[config.mk]
export PLATFORM = sky130hd
export DESIGN_NAME = mips
export DESIGN_NICKNAME = d
export VERILOG_FILES = /design/src/mips_pkg.sv /design/src/mips.sv /design/src/data_mem.sv /design/src/alu.sv /design/src/reg_file.sv /design/src/control_unit.sv /design/src/instr_mem.sv /design/src/fetch_unit.sv
export SDC_FILE = /design/constraint.sdc
export NUM_CORES = 1
export LEC_CHECK = 0
export ABC_AREA = 1
export BUFFER_PORTS_ARGS = -buffer_cell sky130_fd_sc_hd__buf_2
export CORE_MARGIN = 5
export CORE_UTILIZATION = 45
export CTS_BUF_LIST = sky130_fd_sc_hd__clkbuf_4 sky130_fd_sc_hd__clkbuf_8 sky130_fd_sc_hd__clkbuf_16
export CTS_CLUSTER_DIAMETER = 100
export CTS_CLUSTER_SIZE = 14
export DETAILED_ROUTE_END_ITERATION = 8
export PLACE_DENSITY_LB_ADDON = 0.08
export SYNTH_ARGS = -nofsm -noshare
export SYNTH_HDL_FRONTEND = slang
export SYNTH_SLANG_ARGS = --single-unit
[constraint.sdc]
create_clock -name clock -period 3.75 [get_ports clock]
set_clock_uncertainty 0.05 [all_clocks]
set_input_delay 0.1875 -clock clock [delete_from_list [all_inputs] [get_ports clock]]
set_output_delay 0.1875 -clock clock [all_outputs]
set_load 0.01 [all_outputs]
[src/program.hex]
// One 32-bit instruction word per line, word address 0 first
20010005
2002FFFD
00221820
00222022
00222824
00223025
0041382A
00210020
AC820008
8C880008
FC290004
01284820
8C8A0008
10220005
10E70001
20010063
1022FFFC
200B0040
200C0060
AD6B0000
8D6D0000
216B0004
116C0001
1000FFFB
1000FFFF

[src/mips_pkg.sv]
`default_nettype none

package mips_pkg;

	// Datapath width
	localparam int xlen = 32;

	// Register file geometry
	localparam int reg_aw = 5;            // rs rt and rd field width
	localparam int nregs  = 1 << reg_aw;  // 32 architectural registers

	// Instruction ROM
	localparam int    imem_depth = 64;                  // Words
	localparam int    imem_aw    = $clog2(imem_depth);  // Word index width
	localparam string imem_file  = "/design/src/program.hex";       // Image read at elaboration

	// Data RAM
	localparam int dmem_depth = 64;                  // Words
	localparam int dmem_aw    = $clog2(dmem_depth);  // Word index width

	// Primary opcodes in instr[31:26]
	localparam logic [5:0] op_rtype = 6'h00;  // Register-register ops
	localparam logic [5:0] op_beq   = 6'h04;
	localparam logic [5:0] op_addi  = 6'h08;
	localparam logic [5:0] op_lw    = 6'h23;
	localparam logic [5:0] op_sw    = 6'h2b;

	// R-type function field values in instr[5:0]
	localparam logic [5:0] fn_add = 6'h20;
	localparam logic [5:0] fn_sub = 6'h22;
	localparam logic [5:0] fn_and = 6'h24;
	localparam logic [5:0] fn_or  = 6'h25;
	localparam logic [5:0] fn_slt = 6'h2a;

	// ALU operation select
	// Classic MIPS textbook coding
	typedef enum logic [3:0] {
		alu_and = 4'b0000,
		alu_or  = 4'b0001,
		alu_add = 4'b0010,
		alu_sub = 4'b0110,  // Also used by beq for the equality test
		alu_slt = 4'b0111   // Signed set on less than
	} alu_op_t;

endpackage

`default_nettype wire
[src/mips.sv]
`default_nettype none

module mips import mips_pkg::*; (
	input  wire             clock,
	input  wire             arst_n,
	output logic [xlen-1:0] next_pc,     // PC for the following cycle
	output logic [xlen-1:0] alu_result,
	output logic [xlen-1:0] mem_rdata    // Zero unless lw
);

	logic [xlen-1:0]   pc;
	logic [xlen-1:0]   instr;
	logic              reg_dst;
	logic              alu_src;
	logic              mem_to_reg;
	logic              reg_write;
	logic              mem_read;
	logic              mem_write;
	logic              branch;
	alu_op_t           alu_op;
	logic [reg_aw-1:0] write_reg;
	logic [xlen-1:0]   rdata1;
	logic [xlen-1:0]   rdata2;
	logic [xlen-1:0]   imm_ext;     // Sign-extended instr[15:0]
	logic [xlen-1:0]   alu_b;
	logic [xlen-1:0]   write_data;  // Write-back value
	logic              zero;
	logic              branch_taken;

	fetch_unit u_fetch (
		.clock(clock), .arst_n(arst_n), .imm_ext(imm_ext),
		.branch_taken(branch_taken), .pc(pc), .next_pc(next_pc)
	);

	instr_mem u_imem (.addr(pc), .instr(instr));

	control_unit u_ctrl (
		.opcode(instr[31:26]), .funct(instr[5:0]),
		.reg_dst(reg_dst), .alu_src(alu_src), .mem_to_reg(mem_to_reg),
		.reg_write(reg_write), .mem_read(mem_read), .mem_write(mem_write),
		.branch(branch), .alu_op(alu_op)
	);

	// rd for R-type and rt for addi or lw
	assign write_reg = reg_dst ? instr[15:11] : instr[20:16];

	reg_file u_regs (
		.clock(clock), .arst_n(arst_n),
		.raddr1(instr[25:21]), .raddr2(instr[20:16]),
		.rdata1(rdata1), .rdata2(rdata2),
		.waddr(write_reg), .wdata(write_data), .wen(reg_write)
	);

	assign imm_ext = {{(xlen-16){instr[15]}}, instr[15:0]};
	assign alu_b   = alu_src ? imm_ext : rdata2;  // Operand b select

	alu u_alu (.a(rdata1), .b(alu_b), .op(alu_op), .result(alu_result), .zero(zero));

	// beq goes only on equal operands
	assign branch_taken = branch & zero;

	data_mem u_dmem (
		.clock(clock), .arst_n(arst_n), .addr(alu_result), .wdata(rdata2),
		.rdata(mem_rdata), .wen(mem_write), .ren(mem_read)
	);

	assign write_data = mem_to_reg ? mem_rdata : alu_result;  // Load or ALU

endmodule

`default_nettype wire

[src/data_mem.sv]
`default_nettype none

module data_mem import mips_pkg::*; (
	input  wire             clock,
	input  wire             arst_n,
	input  wire  [xlen-1:0] addr,   // Byte address from the ALU
	input  wire  [xlen-1:0] wdata,  // rt for sw
	output logic [xlen-1:0] rdata,
	input  wire             wen,    // sw
	input  wire             ren     // lw
);

	logic [xlen-1:0]    ram [dmem_depth];  // Not cleared by reset
	logic [dmem_aw-1:0] word_idx;
	logic               wr_en;

	assign word_idx = addr[dmem_aw+1:2];  // Whole words only

	// No store while the core is held in reset
	assign wr_en = wen & arst_n;

	always_ff @(posedge clock) begin
		if (wr_en) begin
			ram[word_idx] <= wdata;
		end
	end

	// Quiet bus unless a load is in flight
	assign rdata = ren ? ram[word_idx] : '0;

endmodule

`default_nettype wire

[src/alu.sv]
`default_nettype none

module alu import mips_pkg::*; (
	input  wire  [xlen-1:0] a,       // rs
	input  wire  [xlen-1:0] b,       // rt or immediate
	input  wire  alu_op_t   op,
	output logic [xlen-1:0] result,
	output logic            zero     // Drives the beq decision
);

	logic [xlen-1:0] sum;   // a plus b
	logic [xlen-1:0] diff;  // a minus b
	logic            lt;    // Signed a below b

	// Wrap around with no overflow trap
	assign sum  = a + b;
	assign diff = a - b;

	// Signed compare
	assign lt = ($signed(a) < $signed(b));

	always_comb begin
		case (op)
			alu_add: result = sum;
			alu_sub: result = diff;
			alu_and: result = a & b;
			alu_or:  result = a | b;
			alu_slt: result = {{(xlen-1){1'b0}}, lt};  // One or zero
			default: result = '0;
		endcase
	end

	// High for any all-zero result
	// beq relies on it after sub
	assign zero = (result == '0);

endmodule

`default_nettype wire

[src/reg_file.sv]
`default_nettype none

module reg_file import mips_pkg::*; (
	input  wire               clock,
	input  wire               arst_n,
	input  wire  [reg_aw-1:0] raddr1,  // rs
	input  wire  [reg_aw-1:0] raddr2,  // rt
	output logic [xlen-1:0]   rdata1,
	output logic [xlen-1:0]   rdata2,
	input  wire  [reg_aw-1:0] waddr,   // rd or rt
	input  wire  [xlen-1:0]   wdata,
	input  wire               wen
);

	logic [xlen-1:0] regs [nregs];

	// Write port
	// Reset has priority so nothing lands while arst_n is low
	always_ff @(posedge clock or negedge arst_n) begin
		if (!arst_n) begin
			for (int i = 0; i < nregs; i++) begin
				regs[i] <= '0;
			end
		end else if (wen && (waddr != '0)) begin
			regs[waddr] <= wdata;  // $zero never written
		end
	end

	// Read ports
	// Combinational so a same-cycle write shows only after the edge
	always_comb begin
		rdata1 = regs[raddr1];
		rdata2 = regs[raddr2];
		// Hard zero for $zero as well
		if (raddr1 == '0) begin
			rdata1 = '0;
		end
		if (raddr2 == '0) begin
			rdata2 = '0;
		end
	end

endmodule

`default_nettype wire

[src/control_unit.sv]
`default_nettype none

module control_unit import mips_pkg::*; (
	input  wire  [5:0] opcode,      // instr[31:26]
	input  wire  [5:0] funct,       // instr[5:0]
	output logic       reg_dst,     // Write rd instead of rt
	output logic       alu_src,     // Immediate as operand b
	output logic       mem_to_reg,  // Load data to the register file
	output logic       reg_write,
	output logic       mem_read,
	output logic       mem_write,
	output logic       branch,
	output alu_op_t    alu_op
);

	// Coarse ALU request from the main decoder
	typedef enum logic [1:0] {
		ctl_add,    // Address or immediate sum
		ctl_sub,    // Equality compare
		ctl_funct   // Look at the function field
	} alu_ctl_t;

	alu_ctl_t alu_ctl;
	logic     main_reg_write;  // Before the funct check
	logic     funct_ok;        // Function field is in the subset

	// Main decoder
	always_comb begin
		reg_dst        = 1'b0;
		alu_src        = 1'b0;
		mem_to_reg     = 1'b0;
		main_reg_write = 1'b0;
		mem_read       = 1'b0;
		mem_write      = 1'b0;
		branch         = 1'b0;
		alu_ctl        = ctl_add;
		case (opcode)
			op_rtype: begin
				reg_dst        = 1'b1;
				main_reg_write = 1'b1;
				alu_ctl        = ctl_funct;
			end
			op_addi: begin
				alu_src        = 1'b1;
				main_reg_write = 1'b1;
			end
			op_lw: begin
				alu_src        = 1'b1;  // base plus offset
				mem_to_reg     = 1'b1;
				main_reg_write = 1'b1;
				mem_read       = 1'b1;
			end
			op_sw: begin
				alu_src   = 1'b1;
				mem_write = 1'b1;  // rt goes out as store data
			end
			op_beq: begin
				branch  = 1'b1;
				alu_ctl = ctl_sub;  // zero flag means equal
			end
			default: ;  // Unknown opcode is a nop
		endcase
	end

	// ALU decoder
	always_comb begin
		funct_ok = 1'b1;
		alu_op   = alu_add;
		case (alu_ctl)
			ctl_add: alu_op = alu_add;
			ctl_sub: alu_op = alu_sub;
			default: begin
				case (funct)
					fn_add:  alu_op = alu_add;
					fn_sub:  alu_op = alu_sub;
					fn_and:  alu_op = alu_and;
					fn_or:   alu_op = alu_or;
					fn_slt:  alu_op = alu_slt;
					default: funct_ok = 1'b0;  // Includes sll and friends
				endcase
			end
		endcase
	end

	// Unsupported R-type must not touch the register file
	assign reg_write = main_reg_write & funct_ok;

endmodule

`default_nettype wire

[src/instr_mem.sv]
`default_nettype none

module instr_mem import mips_pkg::*; (
	input  wire  [xlen-1:0] addr,   // Byte address from the PC
	output logic [xlen-1:0] instr
);

	logic [xlen-1:0]    rom [imem_depth];  // Program words
	logic [imem_aw-1:0] word_idx;
	logic               in_range;

	// Clear first so words missing from the image read as a nop
	initial begin
		for (int i = 0; i < imem_depth; i++) begin
			rom[i] = '0;
		end
		$readmemh(imem_file, rom);
	end

	assign word_idx = addr[imem_aw+1:2];  // Byte offset bits dropped

	// Upper address bits must be clear to hit the ROM
	assign in_range = (addr[xlen-1:imem_aw+2] == '0);

	// Zero word past the end decodes as R-type funct 0
	assign instr = in_range ? rom[word_idx] : '0;

endmodule

`default_nettype wire

[src/fetch_unit.sv]
`default_nettype none

module fetch_unit import mips_pkg::*; (
	input  wire              clock,
	input  wire              arst_n,
	input  wire  [xlen-1:0]  imm_ext,       // Sign-extended branch offset in words
	input  wire              branch_taken,  // beq with equal operands
	output logic [xlen-1:0]  pc,            // Address of the instruction in flight
	output logic [xlen-1:0]  next_pc
);

	logic [xlen-1:0] pc_plus4;       // Sequential successor
	logic [xlen-1:0] branch_offset;  // Offset in bytes
	logic [xlen-1:0] branch_target;

	// Program counter
	// Loads next_pc on every edge since nothing stalls
	always_ff @(posedge clock or negedge arst_n) begin
		if (!arst_n) begin
			pc <= '0;  // Fetch starts at word zero
		end else begin
			pc <= next_pc;
		end
	end

	assign pc_plus4 = pc + xlen'(4);

	// Word offset to byte offset
	assign branch_offset = {imm_ext[xlen-3:0], 2'b00};

	// Relative to the delay-free successor as on MIPS
	assign branch_target = pc_plus4 + branch_offset;

	// Next PC select
	always_comb begin
		if (branch_taken) begin
			next_pc = branch_target;
		end else begin
			next_pc = pc_plus4;  // Also covers every nop
		end
	end

endmodule

`default_nettype wire

==> run metrics <==
total global routing overflow 0; Layout area overhead 5.791%; vias in the first global route roughly 1400; RSZ-0062 raised after global routing false; first-pass GRT wire length roughly 6.7 mm; DP Wirelength 3.259 mm; Combinational Power Share 0.049; CP dominant cell by count nor2_2; Crit Path Max Fanout 4; worst-skew pair later-pin latency 290 ps; RD Place Congestion between 0.8 and 0.9; Mapped Avg Cell Area about 7.8 µm²; fin crit share 0.5256; crit start category register; most flop-heavy register u_fetch.pc; final hold vios 0; clk sink count 30; sequential share of the synthesized area 0.3582; wire length on met1 roughly 1.8 mm; pre-CTS WS between 2000 and 2500 ps; sw power about 0.17 mW; Setup Buffers After CTS 0; starting DRC count in detailed routing 60; Pleak approximately 1.2 nW; critical path's slowest cell dfrtp_1; Unique masters post-synth 16; warnings from Yosys 0; Max clock buf depth 2; setup TNS 0 ps; #FFs+latches synth 30; vias post-DR roughly 1500; initial antenna violation count 0; total CTS buffers 5; H-tree Lvls 2; chip height slightly below 80 µm; DR WL/cell ~11 µm; WP data required ~3500 ps; Die W ~78 µm; R2R setup slack 2320 ps; Cells after Synth 270; MaxCap Viol Count 0; Port Buffers 31; Die Area about 0.006 mm²; WL met3 339 µm; Initial Util 0.4716; I/O pins between 90 and 100; CP top delay family simple AND/OR/NAND/NOR gates; Root Driver clkbuf_8; worst hold margin 419.7 ps; Finish-stage setup viols 0; Detailed Routing Iterations Pass 1 4; Slew HR 0.5519; fin worst setup slack between 1500 and 2000 ps; Crit Path Category reg2out; CP endpoint kind primary output; Reg clk slew, reported paths 70 ps; share of cells above drive strength 1 0.1845; WL met2 roughly 1.8 mm; Largest register FFs 30; HP Class in2async; routed wire length just over 4 mm; power density cells between 300 and 400 mW/mm²; largest net degree at the start of global routing 31; worst ir drop on vdd about 160 µV; highest metal used met4; Seq pwr share 0.418; core area between 0.004 and 0.005 mm²; Internal roughly 0.6 mW; Regs by FF count u_fetch.pc x30; worst slew pin tran a little under 700 ps; row cnt 24; Nets roughly 310; fmax 507.4 MHz; critical-path cell list ha_1 > nand2_1 > nor2_2 > nand2_2 > nor2_2 > xor2_1 > buf_2; antenna viol nets, final 0; reg2reg path depth 8; R2R Path End u_fetch.pc[22]; FF-to-FF Start u_fetch.pc[3]; Ant. Diodes 0; vias per cell approximately 4.1; min cycle time layout 1971 ps; CTS tree yes; WP data arrival about 1700 ps; Total GRT Usage 0.1387; post-synthesis instance area 0.002096 mm²; Max stage delay on crit path about 360 ps; status complete, no violations; area post-placement 0.002064 mm²; Final Max Tran Viols 0; post-route cell area between 0.002 and 0.0025 mm²; sw frac 0.2139; Bufs and invs on worst path 1; drt drc 0; Clk pwr share 0.532
==> area by class of cell <==
cell class | instances | area (µm²)
fillers | 466 | 2227
multi-input cells | 222 | 1030
flip-flops and latches | 30 | 750.7
repair buffers | 32 | 165.2
clock buffers | 6 | 82.58
well taps | 52 | 65.06
inverters | 17 | 63.81
clock inverters | 2 | 60.06
==> how the worst max path moves through the flow <==
| stage | endpoint | cells past startpoint | slack, ps | start |
|---|---|---|---|---|
| global route | next_pc[16] | 7 | 1580 | u_fetch.pc[3] |
| floorplan | next_pc[18] | 6 | 2270 | u_fetch.pc[3] |
| detailed placement | next_pc[16] | 7 | 2060 | u_fetch.pc[3] |
| global placement | next_pc[16] | 7 | 2100 | u_fetch.pc[3] |
| CTS | next_pc[16] | 7 | 1740 | u_fetch.pc[3] |
| finish | next_pc[18] | 7 | 1780 | u_fetch.pc[3] |
==> kinds of logic after synthesis <==
logic type    share of synthesized area
simple gates                     0.3045
flops                            0.3582
fa+ha+maj                      0.005969
buf+inv                          0.2669
xor+xnor                        0.06268
other cells                    0.001789
==> routing by layer <==
layer,track usage,up-vias
met5,0,-
met4,0.04895,0
met3,0.04920,6
met2,0.2183,69
met1,0.1767,635
li1,-,768
==> per-stage QoR <==
| step | util | instances | power, mW |
|---|---|---|---|
| after floorplan | - | 335 | 0.4094 |
| after global placement | 0.4645 | 352 | 0.3652 |
| after detailed placement | 0.4645 | 352 | 0.3651 |
| after CTS | 0.4989 | 361 | 0.7790 |
| after global routing | 0.4989 | 361 | 0.8012 |
| final | 0.4989 | 361 | 0.7734 |
==> placed cells by master, fill, tap and decap left out <==
master / Yosys / final
xnor2_1: 5 / 5
nand2_2: 5 / 5
conb_1: 1 / 66
nand2_1: 79 / 79
bufinv_16: 0 / 2
inv_1: 17 / 17
nand3b_1: 7 / 7
nand4_1: 1 / 1
dfrtp_1: 30 / 30
nand3_1: 7 / 7
xor2_1: 10 / 10
buf_2: 0 / 31
nor2_2: 7 / 7
nor2_1: 28 / 28
ha_1: 1 / 1
nand2_4: 1 / 1
clkbuf_8: 0 / 6
dlygate4sd3_1: 0 / 1
nor2_4: 5 / 5
==> timing repair <==
item	CTS	global route
resized for setup	0	0
hold buffers	1	0
endpoints found under the hold margin	30	0
==> power by group through the flow <==
stage          Sequential, mW  Clock [mW]  Combinational [mW]
2_1_floorplan           0.330           0              0.0797
3_3_place_gp            0.330           0              0.0356
3_5_place_dp            0.330           0              0.0355
4_1_cts                 0.323       0.419              0.0364
5_1_grt                 0.323       0.434              0.0435
6_report                0.324       0.412              0.0382
==> cells in the mapped netlist <==
library cell | instances | area [µm²]
nand3_1 | 7 | 35.03
nand2_1 | 79 | 296.5
nor2_2 | 7 | 43.79
nand3b_1 | 7 | 52.55
conb_1 | 1 | 3.750
buf_4 | 66 | 495.5
nand4_1 | 1 | 6.260
inv_1 | 17 | 63.81
nand2_2 | 5 | 31.28
dfrtp_1 | 30 | 750.7
nor2_4 | 5 | 56.30
xor2_1 | 10 | 87.58
nand2_4 | 1 | 11.26
xnor2_1 | 5 | 43.79
nor2_1 | 28 | 105.1
ha_1 | 1 | 12.51
(Power assumes the default switching activity.)
